## config.mk

```make
export PLATFORM = sky130hd
export DESIGN_NAME = descLoader
export DESIGN_NICKNAME = d
export VERILOG_FILES = /design/src/verilog/nccDataPkg.sv /design/src/verilog/descLoader.sv
export SDC_FILE = /design/constraint.sdc
export NUM_CORES = 1
export LEC_CHECK = 0
export ABC_AREA = 1
export CAP_MARGIN = 20
export CELL_PAD_IN_SITES_DETAIL_PLACEMENT = 1
export CELL_PAD_IN_SITES_GLOBAL_PLACEMENT = 1
export CORE_MARGIN = 4
export CORE_UTILIZATION = 37
export DETAILED_ROUTE_END_ITERATION = 8
export DONT_BUFFER_PORTS = 1
export PLACE_DENSITY_LB_ADDON = 0.1
export SYNTH_ARGS = -nofsm -noshare
export SYNTH_HDL_FRONTEND = slang
export SYNTH_SLANG_ARGS = --single-unit
```

## constraint.sdc

```tcl
create_clock -name clk -period 1.95 [get_ports clk]
set_input_delay 0.39 -clock clk [delete_from_list [all_inputs] [get_ports clk]]
set_output_delay 0.39 -clock clk [all_outputs]
set_load 0.03 [all_outputs]
```

## src/verilog/nccDataPkg.sv

```systemverilog
package nccDataPkg;

	// pixel geometry of the descriptor stream
	localparam int PixelWidth = 9;
	localparam int PixelsPerWord = 4;

	// patch side used when the top level is not overridden
	localparam int DefaultPatchSide = 16;

	// accumulator and index widths
	localparam int ProductWidth = 2 * PixelWidth;
	localparam int ScoreWidth = 32;
	localparam int WindowIndexWidth = 9;

	// one signed pixel, descriptor or window
	typedef logic signed [PixelWidth-1:0] pixelT;

	// packed descriptor word, pixel 0 in the top bits
	typedef logic [PixelsPerWord*PixelWidth-1:0] descWordT;

	// exact product of two pixels
	typedef logic signed [ProductWidth-1:0] productT;

	// row total or full window score
	typedef logic signed [ScoreWidth-1:0] scoreT;

	// window number within a frame
	typedef logic [WindowIndexWidth-1:0] windowIndexT;

endpackage

```

## src/verilog/descLoader.sv

```systemverilog
`timescale 1ns/1ns

module descLoader import nccDataPkg::*; #(
	parameter int PatchSide = 16
) (
	input logic clk,
	input logic rst,
	input logic descValid,
	input descWordT descWord,
	output pixelT [PixelsPerWord-1:0] cellPixels,
	output logic [PatchSide-1:0] rowWrite,
	output logic [PatchSide/PixelsPerWord-1:0] groupWrite
);

	localparam int Groups = PatchSide / PixelsPerWord;
	localparam int GroupBits = (Groups > 1) ? $clog2(Groups) : 1;
	localparam int RowBits = $clog2(PatchSide);

	logic [RowBits-1:0] rowCount;
	logic [GroupBits-1:0] groupCount;
	logic lastGroup;
	logic lastRow;

	assign lastGroup = (groupCount == GroupBits'(Groups - 1));
	assign lastRow = (rowCount == RowBits'(PatchSide - 1));

	// group steps on every word, row steps when the group wraps
	always_ff @(posedge clk, posedge rst) begin
		if (rst) begin
			rowCount <= '0;
			groupCount <= '0;
		end else if (descValid) begin
			if (lastGroup) begin
				groupCount <= '0;
				rowCount <= lastRow ? '0 : rowCount + 1'b1;
			end else begin
				groupCount <= groupCount + 1'b1;
			end
		end
	end

	// split the word, pixel 0 from the top bits
	always_comb begin
		cellPixels = '0;
		if (descValid) begin
			for (int p = 0; p < PixelsPerWord; p++) begin
				cellPixels[p] = descWord[(PixelsPerWord-1-p)*PixelWidth +: PixelWidth];
			end
		end
	end

	// one-hot enables, only while a word is present
	always_comb begin
		rowWrite = '0;
		groupWrite = '0;
		if (descValid) begin
			rowWrite[rowCount] = 1'b1;
			groupWrite[groupCount] = 1'b1;
		end
	end

	// a write always targets exactly one row and one group together
	assert property (@(posedge clk) disable iff (rst)
		$onehot0(rowWrite) && $onehot0(groupWrite)
		&& ((rowWrite != '0) == (groupWrite != '0)));

endmodule

```

==> flow_summary.yaml, run 1 <==
pwr:
  power_mw: 1.01
  p_leak_nw: 0.747
  power.density_nw_per_um2: 1070
  ir_drop_uv: 554
placed_design:
  dp.cells: 187
  hpwl_um: 2120
  pre_cts_ws_ps: 420
  post_dp_cell_area_um2: 912
  port_buffers: 0
  gp_congestion: 0.745
timing:
  setup_tns_ps: 0
  whs_ps: 241
  worst_slew_pin_slew_ps: 412
  finalWorstSetupSlack_ps: 196
  hold_viol_final: 0
  rsz0062_at_grt: "no"
  timing.fmax_mhz: 570
  layout_min_cycle_time_ps: 1750
  finalClockSkew_ps: 0.405
  drv_slew: 0
  slew_headroom: 0.725
  timing.final.crit_share: 0.900
  setup_viol: 0
clocking:
  cts-root-buf: "clkbuf_4"
  cts_resized: 0
  htreeDepth: 1
  clock-sinks: 6
  clock_latency_ps: 240
  clk_pin_slew_worst_paths_ps: 40
  cts_buffer_depth: 2
  post_cts.repair.setup_buffers: 0
  numCtsBuffers: 3
  cts_tree: "yes"
synth:
  ys_types: 13
  syn_area_um2: 803
  synth.most_common_cell: "nand2_1"
  yosysSeqAreaShare: 0.187
  synth_edf_count: 0
  yosysWarnings: 0
  avgSynthCellArea_um2: 5.36
  ys.flop_type: "dfrtp_1"
  syn-num-nets: 197
  yosys-top-cells-count: "nand2_1 (51), inv_1 (49), nor2_1 (18), ha_1 (8), dfrtp_1 (6)"
  synth_cells: 150
  ys_seq_elements: 6
  async_reset_ff_frac: 1.00
  synth.area.top_cells: "nand2_1 (24%), inv_1 (23%), dfrtp_1 (19%)"
  synth_top_area_frac: 0.238
  yosys.area.top_type: "nand2_1"
grt:
  overflow: 0
  grt_use_total: 0.154
  antenna_found_initial: 0
  grt_pass1_vias: 772
  grt_pass1_wl_um: 3370
  grt_max_degree: 49
layout:
  fin_area_um2: 945
  area_delta_synth_final_pct: 17.6
  antennaDiodeCount: 0
  final_cells: 191
  final_core_util: 0.472
  drive_above_1_share: 0.128
  nNetsFinal: 213
worst_setup_path:
  path_delay_family: "flip-flops"
  required_ps: 1560
  path_cells: "inv_1 -> ha_1 -> nand2_1 -> nor2_1 -> buf_4"
  worstSetupPathType: "flip-flop to output port"
  setup.worst_path.start_class: "flip-flop"
  cp_num_buf_inv: 2
  worstSetupEndpointType: "output port"
  cp.arrival_ps: 1360
  cp_max_fo: 4
  crit_slowest_cell: "dfrtp_1"
  cpPeakStageDelay_ps: 390
die:
  num_io_pins: 95
  start_util: 0.401
  fp.dieW_um: 54.6
  dieArea_um2: 2980
  core-area_um2: 2000
  die_height_um: 54.6
  rows: 16
drt:
  drt-initial-drc-count: 4
  viasPerCell: 4.54
  drc: 0
  vias: 867
  wl_um: 2450
  wire_per_inst_um: 12.8
  antenna_left: 0
  drt-pass1-iter-count: 3
run:
  cap_violations: 0
hold_path:
  hp-class: "input port to flip-flop"
status:
  status: "finished, final reports clean"
==> where the power goes <==
part,internal (mW),switching [mW]
Combinational,0.176,0.467
Clock,0.0694,0.0414
Sequential,0.184,0.0719
Total,0.429,0.580
==> routing by layer <==
metal,track usage,routed length [um],vias up
met5,0,0,-
met1,0.155,891,385
li1,-,-,438
met4,0.0498,17,0
met3,0.0518,193,2
met2,0.289,1350,42
==> kinds of logic (layout without fill, tap and decap cells) <==
group                      count (synthesis)  count (layout)  synth area share
and+or+nand+nor                           76              76             0.371
buffers and inverters                     54              68             0.276
adders and majority gates                  8               8             0.125
DFF                                        6               6             0.187
AOI/OAI and AO/OA                          5               5            0.0311
xor gates and xnor gates                   1               1            0.0109
==> timing repair <==
action                                  4_1_cts  5_1_grt
hold buffers                                  1        0
hold endpoints to repair                      6        0
endpoints found under the setup margin        0        0
==> worst paths after layout <==
kind | cells after the start | startpoint | slack (ps) | to
setup / recovery | 5 | rowCount[0] | 200 | rowWrite[4]
hold reg to reg | 1 | rowCount[2] | 610 | rowCount[2]
hold / removal | 1 | descValid | 240 | groupCount[0]
min in group asynchronous | 2 | rst | 510 | rowCount[3]
setup reg to reg | 6 | rowCount[1] | 610 | rowCount[3]
max in group asynchronous | 2 | rst | 1240 | groupCount[0]
==> final cells by class <==
class | instances | area (um2)
fill | 301 | 1060
multi-input combinational | 90 | 432
inverter | 49 | 184
sequential | 6 | 150
timing repair buffer | 16 | 123
tap | 27 | 33.8
clock buffer | 3 | 22.5
==> cells in the final DEF, fill, tap and decap left out, types with 2 or more instances in the layout <==
master and count:
nand2_2 2, nand3_1 4, buf_4 15, nand2_1 51
dfrtp_1 6, a21oi_1 2, clkbuf_4 3, nor2_1 18
inv_1 49, o21ai_0 2, ha_1 8
==> sequential cells by signal, summed over array words and instances, names as in the netlist <==
signal and count:
rowCount 4, groupCount 2
(Power assumes the default switching activity.)
==> run 2: changes to the inputs <==
Settings changed: SETUP_SLACK_MARGIN set to 0.3.
==> flow_summary.yaml, run 2 (synthesis results as in run 1) <==
die:
  fp.dieW_um: 54.6
  rows: 16
  die_height_um: 54.6
  core-area_um2: 2000
  dieArea_um2: 2980
  num_io_pins: 95
  start_util: 0.401
timing:
  drv_slew: 0
  hold_viol_final: 0
  worst_slew_pin_slew_ps: 301
  setup_tns_ps: 0
  layout_min_cycle_time_ps: 1710
  setup_viol: 0
  rsz0062_at_grt: "yes"
  slew_headroom: 0.799
  timing.fmax_mhz: 585
  finalClockSkew_ps: 6.46
  timing.final.crit_share: 0.876
clocking:
  clk_pin_slew_worst_paths_ps: 50
  clock-sinks: 6
  cts-root-buf: "clkbuf_4"
  cts_tree: "yes"
  cts_buffer_depth: 2
  numCtsBuffers: 3
  htreeDepth: 1
  clock_latency_ps: 240
pwr:
  clkPwrFrac: 0.081
  combPwrFrac: 0.716
  power.density_nw_per_um2: 1200
  switching_share: 0.574
  internal_power_uw: 609
  ir_drop_uv: 909
  power_switching_uw: 819
  p_leak_nw: 0.775
  p_seq_frac: 0.202
worst_setup_path:
  cp.arrival_ps: 1320
  worstSetupPathType: "flip-flop to output port"
  cp_max_fo: 4
  crit_slowest_cell: "dfrtp_2"
  worstSetupEndpointType: "output port"
  path_cells: "inv_4 -> ha_4 -> nand2_8 -> nor2_2 -> buf_6"
  required_ps: 1560
  cpPeakStageDelay_ps: 440
  setup.worst_path.start_class: "flip-flop"
  path_delay_family: "flip-flops"
  cp_num_buf_inv: 2
status:
  status: "finished, final reports clean"
layout:
  area_delta_synth_final_pct: 48.0
  top_register: "rowCount"
  final_cells: 194
  largest_register_ff_count: 4
  nNetsFinal: 216
  antennaDiodeCount: 0
  drive_above_1_share: 0.347
  top_regs: "rowCount (4), groupCount (2)"
  fillers: 265
  mostFrequentLayoutCells: "inv_1 (44), nand2_1 (44), buf_6 (15)"
grt:
  grt_max_degree: 49
  antenna_found_initial: 0
  overflow: 0
  grt_pass1_wl_um: 3550
  grt_use_total: 0.163
  grt_pass1_vias: 806
drt:
  antenna_left: 0
  wl_um: 3340
  drt-pass1-iter-count: 3
  drc: 0
  drt-initial-drc-count: 5
  wire_per_inst_um: 17.2
  vias: 924
  viasPerCell: 4.76
placed_design:
  hpwl_um: 2120
  gp_congestion: 0.745
  dp.cells: 187
  port_buffers: 0
run:
  cap_violations: 0
hold_path:
  hp-class: "input port to flip-flop"
## run 2: cell types whose count changed in the layout (fill, tap and decap cells not counted), sizes merged
| cell | change |
|---|---|
| buf | +3 |
| clkinvlp | +1 |
| inv | -1 |
## run 2: power groups by stage
stage	combinational, mW	clock, mW	sequential, mW
5_1_grt	1.09	0.131	0.297
4_1_cts	0.702	0.118	0.262
2_1_floorplan	0.520	0	0.241
6_report	1.02	0.116	0.289
3_5_place_dp	0.648	0	0.260
3_3_place_gp	0.624	0	0.256
## run 2: through the flow
| step | hold slack (ps) | worst slack (ps) | area, um2 | utilization | power (mW) |
|---|---|---|---|---|---|
| finish | 261 | 241 | 1190 | 0.594 | 1.43 |
| global route | 232 | 168 | 1190 | 0.594 | 1.52 |
| CTS | 229 | 264 | 978 | 0.489 | 1.08 |
| detailed placement | 215 | 420 | 912 | 0.456 | 0.908 |
| global placement | 210 | 497 | 912 | 0.456 | 0.880 |
| floorplan | 181 | 423 | 803 | - | 0.761 |
## run 2: per-layer routing
metal  global-route usage  share of wire  wire, um
met3               0.0545          0.082       273
met1                0.167           0.37      1240
met4               0.0498          0.022        73
met2                0.305           0.52      1750
met5                    0              0         0
## run 2: repair_timing
action,in CTS,in global routing
hold endpoints to repair,6,0
hold buffers,1,0
gates resized for setup,11,54
setup endpoints to repair,13,18
buffers inserted,1,2
pin swaps,6,8
## run 2: layout make-up
| class | instances | area, um2 | area share |
|---|---|---|---|
| Tap cell | 27 | 33.8 | 0.0284 |
| Multi-Input combinational cell | 90 | 583 | 0.491 |
| Timing Repair Buffer | 19 | 201 | 0.169 |
| Sequential cell | 6 | 155 | 0.131 |
| Clock buffer | 3 | 22.5 | 0.0189 |
| Inverter | 49 | 193 | 0.162 |
## run 2: worst paths after layout
| path | cells past startpoint | endpoint | slack (ps) | from |
|---|---|---|---|---|
| max | 5 | rowWrite[12] | 240 | rowCount[1] |
| min | 1 | groupCount[0] | 260 | descValid |
| max reg2reg | 5 | rowCount[1] | 610 | groupCount[0] |
| min reg2reg | 1 | rowCount[2] | 590 | rowCount[2] |
| max in group asynchronous | 2 | rowCount[2] | 1200 | rst |
| min in group asynchronous | 2 | rowCount[3] | 520 | rst |
==> run 3: changes to the inputs <==
Settings changed: CORE_UTILIZATION 37 to 34.
Clock period 1.95 ns to 1.85 ns, I/O delays scaled along.
==> flow_summary.yaml, run 3 (synthesis results as in run 1) <==
status:
  status: "finished, final reports clean"
drt:
  wl_um: 3430
  wire_per_inst_um: 17.2
  antenna_left: 0
  drt-initial-drc-count: 35
  vias: 961
  viasPerCell: 4.83
  drc: 0
  drt-pass1-iter-count: 4
layout:
  area_delta_synth_final_pct: 61.4
  nNetsFinal: 220
  drive_above_1_share: 0.392
  mostFrequentLayoutCells: "nand2_1 (45), inv_1 (41), buf_6 (15)"
  top_register: "rowCount"
  fin_area_um2: 1300
  final_cells: 199
  layout_commonest_cell: "nand2_1"
  antennaDiodeCount: 0
  top_regs: "rowCount (4), groupCount (2)"
  largest_register_ff_count: 4
worst_setup_path:
  cpPeakStageDelay_ps: 460
  worstSetupPathType: "flip-flop to output port"
  reg2reg_depth: 7
  path_cells: "inv_1 -> nand2_2 -> nor2_1 -> buf_4"
  crit_slowest_cell: "dfrtp_2"
  setup.worst_path.start_class: "flip-flop"
  required_ps: 1480
  cp_max_fo: 5
  worstSetupEndpointType: "output port"
  cp.arrival_ps: 1360
timing:
  setup_viol: 0
  timing.final.crit_share: 0.937
  whs_ps: 195
  hold_viol_final: 0
  finalClockSkew_ps: 5.22
  drv_slew: 0
  layout_min_cycle_time_ps: 1730
  rsz0062_at_grt: "yes"
  slew_headroom: 0.814
  worst_slew_pin_slew_ps: 278
  setup_tns_ps: 0
  timing.fmax_mhz: 577
grt:
  grt_pass1_wl_um: 4640
  antenna_found_initial: 0
  grt_max_degree: 49
  grt_pass1_vias: 968
  overflow: 0
  grt_use_total: 0.186
clocking:
  clk_pin_slew_worst_paths_ps: 50
  cts_tree: "yes"
  cts_buffer_depth: 2
  numCtsBuffers: 3
  clock-sinks: 6
  clock_latency_ps: 260
  cts-root-buf: "clkbuf_4"
  htreeDepth: 1
hold_path:
  hp-class: "input port to flip-flop"
  whs_path_depth: 1
placed_design:
  post_dp_cell_area_um2: 913
  gp_congestion: 0.734
  hpwl_um: 2070
  dp.cells: 188
  port_buffers: 0
die:
  rows: 17
  core-area_um2: 2230
  start_util: 0.360
  fp.dieW_um: 56.6
  die_height_um: 56.6
  dieArea_um2: 3200
  num_io_pins: 95
run:
  cap_violations: 0
pwr:
  ir_drop_uv: 747
  p_leak_nw: 0.791
  power.density_nw_per_um2: 1300
==> run 3: cell count changes in the layout (fill, tap and decap cells not counted), moves of 3 or more <==
| cell | delta |
|---|---|
| nor2_2 | -5 |
| inv_1 | -3 |
| nor2_4 | +5 |
| buf_4 | +4 |
| ha_4 | +3 |
==> run 3: worst max-delay path, delay by kind of cell, from the launching register on <==
kind	cells	cell delay, ps
DFF	1	460
buffers and inverters	2	330
and+or+nand+nor	2	320
==> run 3: path summary, 6_finish.rpt <==
path / start / end / slack (ps)
max in group asynchronous: rst / rowCount[1] / 1130
worst min register to register: rowCount[2] / rowCount[2] / 560
worst max-delay path: rowCount[2] / rowWrite[3] / 120
min in group asynchronous: rst / groupCount[1] / 490
worst max register to register: rowCount[1] / rowCount[3] / 520
worst min-delay path: descValid / groupCount[0] / 200
==> run 3: timing repair <==
action	in CTS	in global routing
cloned	0	0
resized for setup	47	35
endpoints found under the hold margin	6	0
setup endpoints to repair	19	20
pin swaps	22	7
hold buffers	1	0
buffers inserted	4	3
==> run 3: layout make-up <==
| cell class | count | area, um2 |
|---|---|---|
| fillers | 284 | 937 |
| multi-input cells | 90 | 656 |
| repair buffers | 23 | 231 |
| inverters | 49 | 194 |
| flip-flops and latches | 6 | 158 |
| well taps | 28 | 35.0 |
| clock buffers | 3 | 22.5 |
==> run 3: metal layers <==
| metal | GRT usage | vias up | part of all wire |
|---|---|---|---|
| met1 | 0.168 | 436 | 0.32 |
| met4 | 0.112 | 0 | 0.030 |
| met5 | 0 | - | 0 |
| met3 | 0.0828 | 10 | 0.093 |
| li1 | - | 456 | - |
| met2 | 0.335 | 59 | 0.56 |
==> run 3: power by group <==
group	switching, mW	leakage [nW]	internal (mW)
clock	0.0610	0.0138	0.0743
combinational	0.776	0.711	0.437
sequential	0.129	0.0657	0.206
total	0.967	0.791	0.718
==> run 3: through the flow <==
step                      worst slack [ps]  power (mW)  utilization
after floorplan                        343       0.802            -
after global placement                 445       0.936        0.409
after detailed placement               409       0.950        0.409
after CTS                              215        1.34        0.511
after global routing                  58.6        1.79        0.580
final                                  116        1.68        0.580
