File: src/verilog/nccDataPkg.sv
package nccDataPkg;

	// pixel geometry of the descriptor stream
	localparam int PixelWidth = 9;
	localparam int PixelsPerWord = 4;

	// patch side used when the top level is not overridden
	localparam int DefaultPatchSide = 16;

	// accumulator and index widths
	localparam int ProductWidth = 2 * PixelWidth;
	localparam int ScoreWidth = 32;
	localparam int WindowIndexWidth = 9;

	// one signed pixel, descriptor or window
	typedef logic signed [PixelWidth-1:0] pixelT;

	// packed descriptor word, pixel 0 in the top bits
	typedef logic [PixelsPerWord*PixelWidth-1:0] descWordT;

	// exact product of two pixels
	typedef logic signed [ProductWidth-1:0] productT;

	// row total or full window score
	typedef logic signed [ScoreWidth-1:0] scoreT;

	// window number within a frame
	typedef logic [WindowIndexWidth-1:0] windowIndexT;

endpackage

File: src/verilog/nccCtrlPkg.sv
package nccCtrlPkg;

	// windows per frame before the index wraps
	localparam int DefaultWindowsPerFrame = 150;

	// window handling FSM
	// WinWait idles until a window is offered,
	// WinScore commits the score one cycle later
	typedef enum logic {
		WinWait = 1'b0,
		WinScore = 1'b1
	} winStateT;

endpackage

File: src/verilog/bestMatchTracker.sv
`timescale 1ns/1ns

module bestMatchTracker import nccDataPkg::*, nccCtrlPkg::*; #(
	parameter int WindowsPerFrame = 150
) (
	input logic clk,
	input logic rst,
	input logic windowReady,
	input scoreT windowScore,
	output logic loadWindow,
	output logic windowDone,
	output scoreT bestScore,
	output windowIndexT bestIndex
);

	localparam windowIndexT LastWindow = windowIndexT'(WindowsPerFrame - 1);

	winStateT state;
	winStateT nextState;
	windowIndexT windowCount;
	logic scoreCommit;
	logic newBest;

	// window FSM outputs and next state
	always_comb begin
		loadWindow = 1'b0;
		scoreCommit = 1'b0;
		nextState = state;
		case (state)
			WinWait: begin
				if (windowReady) begin
					loadWindow = 1'b1;
					nextState = WinScore;
				end
			end
			WinScore: begin
				scoreCommit = 1'b1;
				nextState = WinWait;
			end
			default: begin
				nextState = WinWait;
			end
		endcase
	end

	assign windowDone = scoreCommit;

	// strictly greater, so a tie keeps the earlier window
	assign newBest = (windowScore > bestScore);

	always_ff @(posedge clk, posedge rst) begin
		if (rst) begin
			state <= WinWait;
		end else begin
			state <= nextState;
		end
	end

	// window count wraps at the end of each frame
	always_ff @(posedge clk, posedge rst) begin
		if (rst) begin
			windowCount <= '0;
		end else if (scoreCommit) begin
			if (windowCount == LastWindow) begin
				windowCount <= '0;
			end else begin
				windowCount <= windowCount + 1'b1;
			end
		end
	end

	// best score and the window that produced it
	always_ff @(posedge clk, posedge rst) begin
		if (rst) begin
			bestScore <= '0;
			bestIndex <= '0;
		end else if (scoreCommit && newBest) begin
			bestScore <= windowScore;
			bestIndex <= windowCount;
		end
	end

	assert property (@(posedge clk) disable iff (rst)
		windowCount < windowIndexT'(WindowsPerFrame));

	// the producer only sees one done pulse per window
	assert property (@(posedge clk) disable iff (rst)
		windowDone |=> !windowDone);

endmodule

File: config.mk
export PLATFORM = sky130hd
export DESIGN_NAME = bestMatchTracker
export DESIGN_NICKNAME = d
export VERILOG_FILES = /design/src/verilog/nccDataPkg.sv /design/src/verilog/nccCtrlPkg.sv /design/src/verilog/bestMatchTracker.sv
export SDC_FILE = /design/constraint.sdc
export NUM_CORES = 1
export LEC_CHECK = 0
export BUFFER_PORTS_ARGS = -buffer_cell sky130_fd_sc_hd__clkbuf_2
export CAP_MARGIN = 15
export CORE_UTILIZATION = 63
export DETAILED_ROUTE_END_ITERATION = 10
export PLACE_DENSITY = 0.95
export SLEW_MARGIN = 20
export SYNTH_ARGS = -nofsm -noshare
export SYNTH_HDL_FRONTEND = slang
export SYNTH_SLANG_ARGS = --single-unit
File: constraint.sdc
create_clock -name clk -period 4.98 [get_ports clk]
set_clock_uncertainty 0.05 [all_clocks]
set_input_delay 0.996 -clock clk [delete_from_list [all_inputs] [get_ports clk]]
set_output_delay 0.996 -clock clk [all_outputs]
set_load 0.02 [all_outputs]
==> results.cfg, run 1 <==
[run_status]
status = finished clean

[placed_design]
gp_congestion = 0.878
dp_cells = 687
hpwl_um = 9250
io_buffers = 77
dpl-instance-area_mm2 = 0.00545
dp_slack_ps = 1050

[final_layout]
area_delta_synth_final_pct = 9.83
fill_cells = 568
drive_gt1_share_pct = 25.1
final_area_mm2 = 0.00554
diodes = 0
final_cell_count_no_fill = 695
fin_util_pct = 71.6
final_cell_mix = clkbuf_2, nand2_1, dfrtp_1, nand2b_1, o2111ai_1
layout_commonest_cell = clkbuf_2
nets = 661

[timing]
relSlewSlack_pct = 35.5
tightest_slew_ps = 967
slew_viol_final = 0
tns_ps = 0
rsz0062_at_grt = false
worst_slack_ps = 1320
fin_crit_ps = 3660
setup_viol = 0
hold_ws_ps = 512
hold_violations = 0
max_freq_ghz = 0.273
fin_crit_sh_pct = 73.6

[critical_path]
critPathArrivalTime_ps = 3790
cp_max_fo = 24
required_ps = 5110
cp-start-kind = input port
critical_path_class = in -> reg
r2r_start = bestScore[30]
end_kind = flip-flop
worstSetupStartpoint = windowScore[30]

[grt]
grt_max_degree = 103
track_usage_pct = 35.7
grt_pass1_vias = 5291
grt_overflow = 0
grt_pass1_wl_um = 24500
antenna_found_initial = 0

[yosys]
synth_area_leader_cell = dfrtp_1
syn_avg_cell_area_um2 = 9.02
syn-num-nets = 628
synth_area_mm2 = 0.00504
yosys.cell_types.count = 37
synth.area.top_cells = dfrtp_1, o2111ai_2, ha_1, o2111ai_1, a41oi_1
synth_top_area_share_pct = 25.3
synth_seq_cells = 51
syn_inst = 559
yosysSeqAreaShare_pct = 25.3
yosysWarnings = 0

[floorplan]
die_w_um = 91.4
core_area_mm2 = 0.00773
start_util_pct = 65.2
fp-row-count = 32
die_area_mm2 = 0.00836
io_pins = 78
die_y_um = 91.4

[drt]
dr_total_vias = 5250
first_pass_iters = 6
detail-route-antenna-nets = 0
via_per_inst = 7.55
wire_per_inst_um = 21.0
wl_um = 14600
drc = 0
drtIter0Drc = 614

[clock_network]
path_clk_slew_ps = 110
cts_tree = done
cts.sinks = 51
cts.repair.resized = 0
cts_max_path_buffers = 2
cts-hold-fix-buffers = 0
clock-root-buffer = clkbuf_8
htreeDepth = 2
cts_made_buffers = 5
insertion_delay_ps = 320
post_cts_buffers = 0

[worst_hold_path]
hold_start = windowCount[8]
hold_path.class = reg -> reg

[flow_run]
maxCapViolCount = 0

[power_and_ir_drop]
cellLeakagePower_nw = 2.21
powerDensity_mw_per_mm2 = 588
ir_drop_mv = 0.427
finalPower_mw = 3.26
## report_power, final
part	internal [mW]	leakage (nW)	switching (mW)	total [mW]
clock	0.0995	0.0422	0.153	0.253
sequential	0.601	0.595	0.269	0.870
combinational	0.853	1.57	1.28	2.13
total	1.55	2.21	1.70	3.26
## layout make-up
cell class | instances | area [um^2] | area share (%)
multi-input cells | 405 | 3380 | 61.1
flip-flops and latches | 51 | 1280 | 23.1
repair buffers | 93 | 531 | 9.58
inverters | 36 | 135 | 2.44
well taps | 102 | 128 | 2.31
clock buffers | 7 | 76.3 | 1.38
clock inverters | 1 | 5.00 | 0.0904
## flip-flops by register name, indices dropped and copies added (netlist names)
signal / flops
bestIndex: 9
bestScore: 32
state: 1
windowCount: 9
## metal layers
metal / share of wire, % / track usage [%] / wire, um / up-vias
met2: 50 / 60.5 / 7230 / 340
met4: 2.3 / 16.8 / 342 / 0
met3: 9.1 / 6.20 / 1330 / 49
met1: 39 / 43.7 / 5700 / 2548
li1: - / - / - / 2313
met5: 0 / 0 / 0 / -
## critical path: stages
cell,delay [ps]
clkbuf_2,120
ha_1,330
nand4_1,170
or4_2,1080
buf_4,350
o2111ai_2,230
a22oi_1,110
a41oi_1,240
o2111ai_1,160
## cell families (layout without fill, tap and decap cells)
| kind of cell | after synthesis | count (layout) | share of synthesized area, % |
|---|---|---|---|
| compound gates | 199 | 199 | 36.7 |
| xor+xnor | 4 | 4 | 0.695 |
| fa+ha+maj | 34 | 34 | 8.44 |
| buf+inv | 103 | 137 | 8.49 |
| flops | 51 | 51 | 25.3 |
| mux | 1 | 1 | 0.199 |
| simple gates | 167 | 167 | 20.1 |
## Yosys cell counts
library cell	count
xnor2_1	1
a22oi_1	42
ha_1	34
nand4bb_1	2
xor2_1	3
dfrtp_1	51
o2bb2ai_1	1
buf_6	4
clkbuf_1	45
o2111ai_1	42
and4_1	4
nor2b_1	2
or4_1	1
o21ai_0	9
o2111ai_2	40
a41oi_1	41
nor2_1	6
inv_1	36
a311o_1	1
o31ai_1	1
and2_1	2
nand3_1	7
o211ai_1	1
a21oi_1	16
o311ai_2	1
nand4b_1	41
a221oi_2	1
o22ai_1	1
o21ai_1	1
mux2i_1	1
a21boi_0	1
nand2b_1	42
buf_2	9
nand4_1	6
nor3_1	3
nand2_1	51
buf_1	9
## path summary, 6_finish.rpt
kind                                        to  slack, ps  depth (start not counted)
min in group asynchronous        bestScore[30]        780                          3
max in group asynchronous                state       3610                          3
worst max-delay path             bestScore[26]       1320                          9
worst max register to register   bestScore[26]       1630                          9
worst min register to register  windowCount[8]        510                          1
worst min-delay path            windowCount[8]        510                          1
(Power assumes the default switching activity.)
==> run 2: changes to the inputs <==
- CORE_UTILIZATION: 63 -> 59
- PLACE_DENSITY: 0.95 -> 0.93
- clock period: 4.98 -> 3.4 ns (I/O delays scaled with it)
==> results.cfg, run 2 (synthesis results as in run 1) <==
[clock_network]
cts_max_path_buffers = 2
cts_tree = done
post_cts_buffers = 0
cts.repair.resized = 0
htreeDepth = 2
insertion_delay_ps = 320
path_clk_slew_ps = 110
cts_made_buffers = 5
cts.sinks = 51
clock-root-buffer = clkbuf_8
cts-hold-fix-buffers = 0

[final_layout]
final_cell_mix = clkbuf_2, nand2_1, dfrtp_1, nand2b_1, o2111ai_1
fin_util_pct = 67.9
multi_input_area_mm2 = 0.00338
area_delta_synth_final_pct = 11.3
layout_commonest_cell = clkbuf_2
nets = 665
largest_reg_flops = 32
diodes = 0
largestRegisters = bestScore x32, bestIndex x9, windowCount x9
max_flop_register = bestScore
fill_cells = 626
drive_gt1_share_pct = 26.0
sequential_cell_area_mm2 = 0.00128

[drt]
wl_um = 15000
via_per_inst = 7.57
drtIter0Drc = 517
wire_per_inst_um = 21.3
drc = 0
detail-route-antenna-nets = 0
dr_total_vias = 5313
first_pass_iters = 6

[timing]
tns_ps = 0
rsz0062_at_grt = false
relSlewSlack_pct = 32.3
tightest_slew_ps = 1010
setup_viol = 0
slew_viol_final = 0
max_freq_ghz = 0.319
hold_violations = 0
fin_crit_sh_pct = 92.2
fin_crit_ps = 3130

[grt]
antenna_found_initial = 0
grt_pass1_wl_um = 24200
track_usage_pct = 33.8
grt_max_degree = 89
grt_pass1_vias = 5035
grt_overflow = 0

[power_and_ir_drop]
cellLeakagePower_nw = 2.24
ir_drop_mv = 0.397
powerDensity_mw_per_mm2 = 864

[placed_design]
io_buffers = 77
hpwl_um = 9510
gp_congestion = 0.813

[flow_run]
maxCapViolCount = 0

[critical_path]
critical_path_class = reg -> reg
cp_max_fo = 88
end_kind = flip-flop
critPathArrivalTime_ps = 3320
cp-start-kind = flip-flop
required_ps = 3590

[floorplan]
start_util_pct = 61.0
core_area_mm2 = 0.00826
die_w_um = 94.4
io_pins = 78
die_area_mm2 = 0.00892
fp-row-count = 33
die_y_um = 94.4

[run_status]
status = finished clean

[worst_hold_path]
hold_path.class = in -> async
[run 2: changes by cell type in the layout (fill, tap and decap cells not counted)]
cell / before / now
buf_4: 14 / 16
clkbuf_1: 2 / 0
buf_12: 2 / 4
clkinv_2: 1 / 0
inv_6: 0 / 3
[run 2: final cells by class]
cell class | instances | area share [%]
Clock buffer | 5 | 1.23
Clock inverter | 3 | 0.469
Inverter | 36 | 2.41
Multi-Input combinational cell | 405 | 60.3
Sequential cell | 51 | 22.8
Tap cell | 105 | 2.34
Timing Repair Buffer | 97 | 10.4
[run 2: worst paths after layout]
kind,slack [ps],cells past startpoint,end,start
worst max-delay path,270,8,bestScore[27],bestScore[31]
worst min-delay path,180,2,bestScore[20],rst
worst max register to register,270,8,bestScore[27],bestScore[31]
worst min register to register,530,2,bestIndex[3],bestIndex[3]
max in group asynchronous,2440,3,state,rst
min in group clk,530,2,bestIndex[3],bestIndex[3]
[run 2: worst max-delay path, stage by stage (launching register included)]
cell and delay, ps:
dfrtp_1 470, inv_1 100, ha_4 280, buf_4 580
buf_4 770, o2111ai_2 230, a22oi_1 240, a41oi_1 100
o2111ai_1 180
[run 2: report_power, final]
| part | switching, mW | internal [mW] |
|---|---|---|
| sequential | 0.390 | 0.880 |
| clock | 0.251 | 0.154 |
| combinational | 1.90 | 1.27 |
| total | 2.54 | 2.31 |
[run 2: metrics by stage]
step	worst slack [ps]	std cells	hold slack [ps]	instance area (um^2)	power, mW
3_5_place_dp	74.3	694	502	5510	4.37
2_1_floorplan	662	559	446	5040	3.49
3_3_place_gp	283	694	475	5510	4.14
4_1_cts	340	702	188	5610	4.79
6_report	265	702	181	5610	4.85
5_1_grt	47.4	702	190	5610	5.20
[run 2: metal layers]
layer / global-route usage [%] / wire length [um] / vias up
li1: - / - / 2318
met1: 45.1 / 5800 / 2590
met2: 54.3 / 7240 / 353
met3: 5.39 / 1450 / 52
met4: 13.8 / 462 / 0
met5: 0 / 0 / -
==> run 3: changes to the inputs <==
- CELL_PAD_IN_SITES_DETAIL_PLACEMENT: default -> 1
- CELL_PAD_IN_SITES_GLOBAL_PLACEMENT: default -> 1
- CORE_UTILIZATION: 59 -> 44
- PLACE_DENSITY: 0.93 -> 0.92
- REMOVE_ABC_BUFFERS: default -> 1
==> results.cfg, run 3 (synthesis results as in run 1) <==
[run_status]
status = finished clean

[grt]
grt_pass1_vias = 5569
grt_max_degree = 89
antenna_found_initial = 0
track_usage_pct = 29.5
grt_overflow = 0
grt_pass1_wl_um = 27700

[drt]
drc = 0
detail-route-antenna-nets = 0
dr_total_vias = 5252
via_per_inst = 7.12
wl_um = 17400
wire_per_inst_um = 23.6
drtIter0Drc = 348
first_pass_iters = 7

[clock_network]
cts.sinks = 51
cts-hold-fix-buffers = 0
path_clk_slew_ps = 80
htreeDepth = 2
insertion_delay_ps = 310
cts_max_path_buffers = 2
cts_made_buffers = 5
clock-root-buffer = clkbuf_16
post_cts_buffers = 0
cts.repair.resized = 0
cts_tree = done

[final_layout]
nets = 666
multi_input_area_mm2 = 0.00338
sequential_cell_area_mm2 = 0.00128
final_cell_count_no_fill = 738
area_delta_synth_final_pct = 12.9
final_cell_mix = clkbuf_2, nand2_1, dfrtp_1, nand2b_1, o2111ai_1
layout_commonest_cell = clkbuf_2
largest_reg_flops = 32
drive_gt1_share_pct = 26.1
max_flop_register = bestScore
largestRegisters = bestScore x32, bestIndex x9, windowCount x9
fill_cells = 1287
diodes = 0

[timing]
setup_viol = 0
slew_viol_final = 0
tns_ps = 0
rsz0062_at_grt = false
hold_violations = 0
max_freq_ghz = 0.328
fin_crit_ps = 3050
worst_slack_ps = 354
hold_ws_ps = 498
fin_crit_sh_pct = 89.6
tightest_slew_ps = 872
relSlewSlack_pct = 41.8

[critical_path]
end_kind = flip-flop
max_stage_delay_ps = 770
critical_path_class = reg -> reg
critPathArrivalTime_ps = 3150
required_ps = 3500
worstPathCellList = inv_1 > ha_4 > nand4_1 > or4_2 > buf_4 > o2111ai_2 > a22oi_1 > a41oi_1 > o2111ai_1
cp_max_fo = 16
cp-start-kind = flip-flop
slowest_stage = or4_2

[placed_design]
dp_cells = 730
dp_slack_ps = 142
gp_congestion = 0.846
hpwl_um = 11200
io_buffers = 77

[floorplan]
core_area_mm2 = 0.0110
io_pins = 78
die_y_um = 109
die_area_mm2 = 0.0119
die_w_um = 109
fp-row-count = 38
start_util_pct = 45.9

[power_and_ir_drop]
switching_share_pct = 52.3
powerDensity_mw_per_mm2 = 890
pwr-share-seq_pct = 25.3
clkPwrFrac_pct = 11.1
internal_power_mw = 2.41
ir_drop_mv = 0.455
cellLeakagePower_nw = 2.26
pwr-share-comb_pct = 63.5
p_sw_mw = 2.65

[flow_run]
maxCapViolCount = 0

[worst_hold_path]
hold_path.class = in -> async
==> run 3: cell count changes in the layout (fill, tap and decap cells not counted), sizes merged <==
| cell | previous run | this run |
|---|---|---|
| clkinvlp | 0 | 2 |
| buf | 20 | 21 |
| inv | 39 | 37 |
==> run 3: area by class of cell <==
type	instances	area share, %
Multi-Input combinational cell	405	59.5
Sequential cell	51	22.5
Timing Repair Buffer	98	9.99
Inverter	36	2.38
Clock buffer	5	2.20
Clock inverter	3	0.418
Tap cell	140	3.08
==> run 3: power groups by stage <==
| stage | Combinational [mW] | Sequential, mW | Clock (mW) |
|---|---|---|---|
| floorplan | 1.95 | 1.47 | 0 |
| global placement | 2.92 | 1.24 | 0 |
| detailed placement | 3.17 | 1.28 | 0 |
| CTS | 3.20 | 1.27 | 0.566 |
| global route | 3.51 | 1.32 | 0.584 |
| finish | 3.22 | 1.28 | 0.563 |
==> run 3: final timing paths <==
kind	cells past startpoint	end	slack, ps	from
min reg2reg	1	windowCount[8]	500	windowCount[8]
max in group asynchronous	3	state	2290	rst
min in group clk	1	windowCount[8]	500	windowCount[8]
max	9	bestScore[29]	350	bestScore[31]
max reg2reg	9	bestScore[29]	350	bestScore[31]
min	3	state	500	rst
==> run 3: per-layer routing <==
layer / vias to the layer above / global-route usage [%] / share of wire [%]
met4: 0 / 13.7 / 2.4
li1: 2322 / - / -
met3: 34 / 3.95 / 4.5
met1: 2720 / 34.8 / 41
met2: 176 / 52.7 / 52
met5: - / 0 / 0
==> run 3: critical path: cells and delay by family (launching register included) <==
family,cells,cell delay [ps]
buffers and inverters,2,400
adder cells (fa/ha/maj),1,290
flip-flops,1,460
AND/OR/NAND/NOR,2,950
AO/OA/AOI/OAI,4,740
==> run 3: stage by stage <==
stage	power (mW)	area [um^2]	utilization (%)
detailed placement	4.45	5540	50.4
global route	5.41	5690	51.8
CTS	5.04	5690	51.8
finish	5.06	5690	51.8
global placement	4.16	5540	50.4
floorplan	3.42	4750	-
